**src/verilog/videoTimingPkg.sv**
```systemverilog
package videoTimingPkg;

	// Width of both the pixel and the raster count
	localparam int countWidth = 9;

	// Frame standard, latched once per frame
	typedef enum logic {
		modeNtsc = 1'b0,
		modePal = 1'b1
	} videoMode;

	// Horizontal timing in pixels
	localparam int pixelsPerLine = 384;
	localparam int hBlankStart = 320;
	localparam int hSyncStart = 336;
	localparam int hSyncEnd = 367;

	// Vertical timing in lines
	localparam int linesNtsc = 264;
	localparam int linesPal = 312;
	localparam int vBlankStart = 224;
	localparam int vSyncStartNtsc = 240;
	localparam int vSyncStartPal = 256;
	localparam int vSyncLength = 3;

	// Terminal counts, sized to the counters
	localparam logic [countWidth-1:0] lastPixel = countWidth'(pixelsPerLine - 1);
	localparam logic [countWidth-1:0] lastLineNtsc = countWidth'(linesNtsc - 1);
	localparam logic [countWidth-1:0] lastLinePal = countWidth'(linesPal - 1);

	// Horizontal compare points
	localparam logic [countWidth-1:0] hBlankFirst = countWidth'(hBlankStart);
	localparam logic [countWidth-1:0] hSyncFirst = countWidth'(hSyncStart);
	localparam logic [countWidth-1:0] hSyncLast = countWidth'(hSyncEnd);

	// Vertical compare points
	localparam logic [countWidth-1:0] vBlankFirst = countWidth'(vBlankStart);
	localparam logic [countWidth-1:0] vSyncFirstNtsc = countWidth'(vSyncStartNtsc);
	localparam logic [countWidth-1:0] vSyncFirstPal = countWidth'(vSyncStartPal);

	// Offset from the first to the last vsync line
	localparam logic [countWidth-1:0] vSyncSpan = countWidth'(vSyncLength - 1);

endpackage

```
**src/verilog/videoSignalsPkg.sv**
```systemverilog
package videoSignalsPkg;

	import videoTimingPkg::*;

	// Beam position as seen by the sync decoder and the outside
	typedef struct packed {
		logic [countWidth-1:0] pixel;
		logic [countWidth-1:0] raster;
	} beamPosition;

	// Registered sync and blanking levels, all active high
	typedef struct packed {
		// Line sync pulse
		logic hSync;
		// Frame sync pulse
		logic vSync;
		// Right border and horizontal retrace
		logic hBlank;
		// Bottom border and vertical retrace
		logic vBlank;
		// Mix of both sync pulses for a single-wire sync
		logic compositeSync;
		// Blank for the character layer, either direction
		logic charBlank;
	} syncSignals;

endpackage

```
**src/verilog/pixelCounter.sv**
```systemverilog
`timescale 1ns/100ps

module pixelCounter
	import videoTimingPkg::*;
(
	input logic clk24mb,
	input logic reset,
	input logic pixelStrobe,
	output logic [countWidth-1:0] pixel,
	output logic endOfLine
);

	logic atLastPixel;
	logic [countWidth-1:0] pixelNext;

	// Terminal count of the line
	assign atLastPixel = (pixel == lastPixel);

	// Pulse lines up with the wrap edge
	assign endOfLine = pixelStrobe & atLastPixel;

	always_comb begin
		if (atLastPixel) begin
			pixelNext = '0;
		end else begin
			pixelNext = pixel + 1'b1;
		end
	end

	// Advance only on the pixel strobe
	always_ff @(posedge clk24mb) begin
		if (reset) begin
			pixel <= '0;
		end else if (pixelStrobe) begin
			pixel <= pixelNext;
		end
	end

endmodule

```
**src/verilog/rasterCounter.sv**
```systemverilog
`timescale 1ns/100ps

module rasterCounter
	import videoTimingPkg::*;
(
	input logic clk24mb,
	input logic reset,
	input logic endOfLine,
	input videoMode mode,
	output logic [countWidth-1:0] raster,
	output videoMode activeMode,
	output logic endOfFrame
);

	logic [countWidth-1:0] lastLine;
	logic atLastLine;

	// Frame length follows the latched mode only
	always_comb begin
		if (activeMode == modePal) begin
			lastLine = lastLinePal;
		end else begin
			lastLine = lastLineNtsc;
		end
	end

	assign atLastLine = (raster == lastLine);

	// Last pixel of the last line
	assign endOfFrame = endOfLine & atLastLine;

	always_ff @(posedge clk24mb) begin
		if (reset) begin
			raster <= '0;
		end else if (endOfFrame) begin
			raster <= '0;
		end else if (endOfLine) begin
			raster <= raster + 1'b1;
		end
	end

	// Mode is sampled in reset and again at each frame wrap
	always_ff @(posedge clk24mb) begin
		if (reset) begin
			activeMode <= mode;
		end else if (endOfFrame) begin
			activeMode <= mode;
		end
	end

endmodule

```
**src/verilog/syncGenerator.sv**
```systemverilog
`timescale 1ns/100ps

module syncGenerator
	import videoTimingPkg::*;
	import videoSignalsPkg::*;
(
	input logic clk24mb,
	input logic reset,
	input beamPosition position,
	input videoMode activeMode,
	output syncSignals syncOut
);

	logic [countWidth-1:0] vSyncFirst;
	logic [countWidth-1:0] vSyncLast;
	logic hBlankNext;
	logic hSyncNext;
	logic vBlankNext;
	logic vSyncNext;
	syncSignals syncNext;

	// Vsync window moves with the latched mode
	always_comb begin
		if (activeMode == modePal) begin
			vSyncFirst = vSyncFirstPal;
		end else begin
			vSyncFirst = vSyncFirstNtsc;
		end
		vSyncLast = vSyncFirst + vSyncSpan;
	end

	// Horizontal decode
	always_comb begin
		hBlankNext = (position.pixel >= hBlankFirst);
		hSyncNext = (position.pixel >= hSyncFirst) && (position.pixel <= hSyncLast);
	end

	// Vertical decode
	always_comb begin
		vBlankNext = (position.raster >= vBlankFirst);
		vSyncNext = (position.raster >= vSyncFirst) && (position.raster <= vSyncLast);
	end

	always_comb begin
		syncNext.hSync = hSyncNext;
		syncNext.vSync = vSyncNext;
		syncNext.hBlank = hBlankNext;
		syncNext.vBlank = vBlankNext;
		// Sync pulses invert each other during the frame sync
		syncNext.compositeSync = hSyncNext ^ vSyncNext;
		syncNext.charBlank = hBlankNext | vBlankNext;
	end

	// All six levels change on the same edge
	always_ff @(posedge clk24mb) begin
		if (reset) begin
			syncOut <= '0;
		end else begin
			syncOut <= syncNext;
		end
	end

endmodule

```
**src/verilog/videoSync.sv**
```systemverilog
`timescale 1ns/100ps

module videoSync
	import videoTimingPkg::*;
	import videoSignalsPkg::*;
(
	input logic clk24mb,
	input logic reset,
	input logic pixelStrobe,
	input videoMode mode,
	output beamPosition position,
	output syncSignals syncOut,
	output logic endOfFrame
);

	logic endOfLine;
	videoMode activeMode;

	pixelCounter pixelCounter_inst (
		.clk24mb(clk24mb),
		.reset(reset),
		.pixelStrobe(pixelStrobe),
		.pixel(position.pixel),
		.endOfLine(endOfLine)
	);

	// Steps once per line, at the pixel wrap
	rasterCounter rasterCounter_inst (
		.clk24mb(clk24mb),
		.reset(reset),
		.endOfLine(endOfLine),
		.mode(mode),
		.raster(position.raster),
		.activeMode(activeMode),
		.endOfFrame(endOfFrame)
	);

	syncGenerator syncGenerator_inst (
		.clk24mb(clk24mb),
		.reset(reset),
		.position(position),
		.activeMode(activeMode),
		.syncOut(syncOut)
	);

endmodule

```
**config.mk**
```make
export PLATFORM = sky130hd
export DESIGN_NAME = videoSync
export DESIGN_NICKNAME = d
export VERILOG_FILES = /design/src/verilog/videoTimingPkg.sv /design/src/verilog/videoSignalsPkg.sv /design/src/verilog/pixelCounter.sv /design/src/verilog/rasterCounter.sv /design/src/verilog/syncGenerator.sv /design/src/verilog/videoSync.sv
export SDC_FILE = /design/constraint.sdc
export NUM_CORES = 1
export LEC_CHECK = 0
export BUFFER_PORTS_ARGS = -buffer_cell sky130_fd_sc_hd__buf_2
export CORE_AREA = 3 3 70 72
export CTS_BUF_LIST = sky130_fd_sc_hd__clkbuf_16
export DETAILED_ROUTE_END_ITERATION = 10
export DIE_AREA = 0 0 73 75
export GPL_TIMING_DRIVEN = 0
export PLACE_DENSITY = 0.47
export SETUP_SLACK_MARGIN = 0.4
export SLEW_MARGIN = 10
export SYNTH_ARGS = -nofsm -noshare
export SYNTH_HDL_FRONTEND = slang
export SYNTH_SLANG_ARGS = --single-unit
```
**constraint.sdc**
```tcl
create_clock -name clk24mb -period 1.72 [get_ports clk24mb]
set_input_delay 0.086 -clock clk24mb [delete_from_list [all_inputs] [get_ports clk24mb]]
set_output_delay 0.086 -clock clk24mb [all_outputs]
set_load 0.03 [all_outputs]
```
==> reports/results.env <==
CLOCK.FMAX_MHz=567
GLOBAL_ROUTE.USAGE.MET1_PCT=13.7
GP_CONGESTION=0.740
HOLD_VIOLATIONS=0
POST-PLACE-CELLS=220
TIMING.MAX_CAP.VIOLATIONS=0
FINAL_CELLS=230
STARTPOINT_TYPE='flip-flop'
LARGEST_FAMILY_OF_LOGIC_CELLS_BY_SYNTHESIZED_AREA='simple AND/OR/NAND/NOR gates'
DRT_DRC_VIOLATIONS_LEFT=0
DIE_WIDTH_UM=73
WORST_IR_DROP_VDD_uV=456
SYNTH_WARNINGS=0
ANTENNA_FOUND_INITIAL=0
GR-USAGE-MET2_PCT=17.9
GRT_MAX_DEGREE=14
TIMING.CRITICAL_PATH.BUF_INV=1
RSZ0062_AT_GRT='yes'
CORE_REGION_AREA_UM2=4350
NETLIST-CELL-TYPE-COUNT=36
POST_SYNTH_FA_HA_MAJ_AREA_FRACTION_PCT=9.80
ROUTE.VIAS.TOTAL=1070
POWER_PER_CELL_AREA_nW_PER_UM2=671
FAILED_CHECKS='setup timing'
NETLIST_AREA_UM2=1280
TIMING.FINAL.CRIT_PERIOD_NS=1.76
GLOBALROUTEOVERFLOWTOTAL=0
GRT_PASS1_WL_MM=4.62
INITIALDRTVIOLATIONCOUNT=40
CTS_SINKS=25
SYNTH_SEQUENTIAL_AREA_RATIO_PCT=40.0
TRITONCTS.NUM_BUFFERS=3
CTS-HTREE-LEVELS=1
CRIT_PATH_END_KIND='flip-flop'
REPORT.FINAL.SLEW_VIOL_COUNT=0
POST_SYNTH_INST_COUNT=140
POSTSYNTHREGISTERBITS=25
STATUS='finished with violations'
BUSIEST_LAYER='met2'
NETLIST.TOP_CELL.BY_AREA='sky130_fd_sc_hd__dfxtp_1'
FP.DIEH_UM=75
DRIVE_ABOVE_1_SHARE_PCT=39.3
CTS_TREE='yes'
BUFFER_PORTS.INSERTED=28
GRT_PASS1_VIAS=1001
DPL_WORST_SLACK_NS=-0.246
FINAL_NETS=193
GRT_UTIL_MET3_PCT=2.14
POST-SYNTH-TOP-AREA-FRACTION_PCT=37.6
INITIAL_UTILIZATION_PCT=29.3
DP_HPWL_MM=2.09
WORST_PATH_DOMINANT_CELL_FAMILY='simple AND/OR/NAND/NOR gates'
WORST_SLEW_PIN_SLEW_NS=0.408
DETAIL-ROUTE-ANTENNA-NETS=0
FINALCRITPERIODSHARE_PCT=103
SYNTH_AREA_PER_CELL_UM2=9.12
IOPINCOUNT=29
SYNTH.AREA.MUX_SHARE_PCT=0.784
ROUTED_VIA_DENSITY=4.65
SYNTH-COMPOUND-AREA-SHARE_PCT=8.33
PATH_CLK_SLEW_NS=0.06
FIRSTDRTPASSITERS=4
POSTROUTEWIRELENGTH_MM=2.77
FINAL.SETUP_SKEW_NS=0.00194
CRITPATHARRIVALTIME_NS=1.89
CRIT_FANOUT=2
CLK_ROOT_BUFFER_CELL='sky130_fd_sc_hd__clkbuf_16'
SYNTH_XOR_AREA_SHARE_PCT=9.61
CRIT_PATH_CELL_TRACE='inv_2 -> ha_4 -> or4b_4 -> o21ai_2 -> o221ai_2 -> xnor2_1 -> nor2_1'
FLOW.AREA_GROWTH_FROM_SYNTHESIS_PCT=37.0
GRT.TOTAL_USAGE_PCT=10.6
HOLD_SLACK_NS=0.0892
DIE_AREA_UM2=5480
RELSLEWSLACK_PCT=72.8
POWER_LEAKAGE_nW=0.792
ANTENNA_DIODES=0
FINALSETUPVIOLCOUNT=2
NETLIST_TOP_CELLS_AREA='sky130_fd_sc_hd__dfxtp_1, sky130_fd_sc_hd__ha_1, sky130_fd_sc_hd__nor2_1'
STD_CELL_ROWS=24
MIN-DELAY-PATH-CLASS='input port to flip-flop'
CRIT_PATH_MAX_INCR_DELAY_NS=0.46
WIRE_PER_INST_UM=12.1
PATH_CLASS='flip-flop to flip-flop'
CP_DATA_REQUIRED_TIME_NS=1.85
CLK-INSERTION-DELAY-LATE_NS=0.25
SYNTHSIMPLEGATEAREAFRAC_PCT=27.9
LAYOUT_SETUP_WS_NS=-0.0434
POSTLAYOUTCOREUTIL_PCT=40.1
CRITICAL-PATH-SLOWEST-CELL='sky130_fd_sc_hd__or4b_4'
MAPPEDNETLISTNETS=154
CLK_PATH_BUF_DEPTH=2
==> Yosys cell counts <==
library cell and instances:
sky130_fd_sc_hd__dfxtp_1 24, sky130_fd_sc_hd__nor2_1 22, sky130_fd_sc_hd__nand2_1 12, sky130_fd_sc_hd__ha_1 10, sky130_fd_sc_hd__inv_1 8, sky130_fd_sc_hd__xor2_1 8, sky130_fd_sc_hd__a21oi_1 6, sky130_fd_sc_hd__xnor2_1 6
sky130_fd_sc_hd__nand4_1 4, sky130_fd_sc_hd__nor3_1 4, sky130_fd_sc_hd__and3_1 3, sky130_fd_sc_hd__nand2b_1 3, sky130_fd_sc_hd__o21ai_0 3, sky130_fd_sc_hd__clkbuf_1 2, sky130_fd_sc_hd__nor2b_1 2, sky130_fd_sc_hd__o311ai_0 2
sky130_fd_sc_hd__or2_2 2, sky130_fd_sc_hd__a41oi_1 1, sky130_fd_sc_hd__buf_4 1, sky130_fd_sc_hd__edfxtp_1 1, sky130_fd_sc_hd__mux2i_1 1, sky130_fd_sc_hd__nand3_2 1, sky130_fd_sc_hd__nand3_4 1, sky130_fd_sc_hd__nand3b_2 1
sky130_fd_sc_hd__nand4_2 1, sky130_fd_sc_hd__nand4b_1 1, sky130_fd_sc_hd__nor3_4 1, sky130_fd_sc_hd__nor3b_1 1, sky130_fd_sc_hd__nor4_2 1, sky130_fd_sc_hd__nor4b_1 1, sky130_fd_sc_hd__o2111a_1 1, sky130_fd_sc_hd__o21bai_1 1
sky130_fd_sc_hd__o221ai_1 1, sky130_fd_sc_hd__o31ai_1 1, sky130_fd_sc_hd__or3_1 1, sky130_fd_sc_hd__or4b_1 1
==> placed cells by master, fill, tap and decap left out, types with 2 or more instances in the layout <==
| cell type | Yosys | layout |
|---|---|---|
| sky130_fd_sc_hd__a21oi_1 | 6 | 4 |
| sky130_fd_sc_hd__a21oi_2 | 0 | 2 |
| sky130_fd_sc_hd__and3_1 | 3 | 2 |
| sky130_fd_sc_hd__buf_2 | 0 | 27 |
| sky130_fd_sc_hd__buf_4 | 1 | 4 |
| sky130_fd_sc_hd__buf_6 | 0 | 3 |
| sky130_fd_sc_hd__clkbuf_16 | 0 | 3 |
| sky130_fd_sc_hd__dfxtp_1 | 24 | 11 |
| sky130_fd_sc_hd__dfxtp_2 | 0 | 6 |
| sky130_fd_sc_hd__dfxtp_4 | 0 | 7 |
| sky130_fd_sc_hd__ha_1 | 10 | 7 |
| sky130_fd_sc_hd__ha_4 | 0 | 3 |
| sky130_fd_sc_hd__inv_1 | 8 | 7 |
| sky130_fd_sc_hd__nand2_1 | 12 | 12 |
| sky130_fd_sc_hd__nand2b_1 | 3 | 3 |
| sky130_fd_sc_hd__nand3_4 | 1 | 2 |
| sky130_fd_sc_hd__nand4_1 | 4 | 4 |
| sky130_fd_sc_hd__nor2_1 | 22 | 22 |
| sky130_fd_sc_hd__nor2b_1 | 2 | 2 |
| sky130_fd_sc_hd__nor3_1 | 4 | 4 |
| sky130_fd_sc_hd__o21ai_0 | 3 | 2 |
| sky130_fd_sc_hd__o311ai_0 | 2 | 2 |
| sky130_fd_sc_hd__or2_2 | 2 | 2 |
| sky130_fd_sc_hd__xnor2_1 | 6 | 6 |
| sky130_fd_sc_hd__xor2_1 | 8 | 8 |
==> worst reg2reg max path: stages (launching register included) <==
cell and delay [ns]:
sky130_fd_sc_hd__edfxtp_1 0.38, sky130_fd_sc_hd__inv_2 0.06, sky130_fd_sc_hd__ha_4 0.26, sky130_fd_sc_hd__or4b_4 0.46, sky130_fd_sc_hd__o21ai_2 0.14, sky130_fd_sc_hd__o221ai_2 0.14, sky130_fd_sc_hd__xnor2_1 0.15, sky130_fd_sc_hd__nor2_1 0.05
==> stage by stage <==
stage	area, µm²	total power, W	setup TNS, ns
after floorplan	1390	0.000649	-0.107
after global placement	1590	0.000670	-0.324
after detailed placement	1590	0.000672	-0.426
after CTS	1740	0.00120	-0.0887
after global routing	1750	0.00124	-0.319
final	1750	0.00117	-0.0478
==> power by group <==
group          switching (W)   total, W  internal [W]
clock               0.000192   0.000502      0.000310
sequential        0.00000920   0.000590      0.000581
combinational      0.0000451  0.0000809     0.0000358
total               0.000246    0.00117      0.000927
==> state kept, by name, summed over array words and instances, names as in the netlist <==
signal and flops:
pixelCounter_inst.pixel 9, rasterCounter_inst.activeMode 1, rasterCounter_inst.raster 9, syncGenerator_inst.syncOut 6
==> final timing paths <==
kind | start | end | slack, ns | cells after the start
min reg2reg | pixelCounter_inst.pixel[8]$_SDFFE_PP0P_ | pixelCounter_inst.pixel[8]$_SDFFE_PP0P_ | 0.50 | 2
min | reset | pixelCounter_inst.pixel[7]$_SDFFE_PP0P_ | 0.09 | 2
max | rasterCounter_inst.activeMode$_DFFE_PP_ | syncGenerator_inst.syncOut[1]$_SDFF_PP0_ | -0.04 | 7
max reg2reg | rasterCounter_inst.activeMode$_DFFE_PP_ | syncGenerator_inst.syncOut[1]$_SDFF_PP0_ | -0.04 | 7
==> final cells by class <==
cell class	instances	area, µm²
inverter	8	32.5
buffer	3	20.0
clock inverter	1	3.75
fill	441	2610
sequential	25	544
timing repair buffer	34	198
clock buffer	3	75.1
multi-input combinational	104	810
tap	52	65.1
==> metal layers <==
metal,vias up,part of all wire [%],wire [µm]
li1,557,-,-
met4,0,0.87,24
met3,2,3.3,91
met2,13,48,1340
met5,-,0,0
met1,498,48,1320
==> what timing repair did <==
item	CTS	global route
setup endpoints to repair	13	16
setup buffers	5	0
gates resized for setup	4	3
hold buffers	1	0
pin swaps	2	1
hold endpoints to repair	1	0
==> kinds of logic after synthesis <==
family / Yosys count
AOI/OAI and AO/OA: 16
buffers and inverters: 11
adders and majority gates: 10
and+or+nand+nor: 63
muxes: 1
DFF: 25
xor gates and xnor gates: 14
Power figures use the tool's default switching activity.
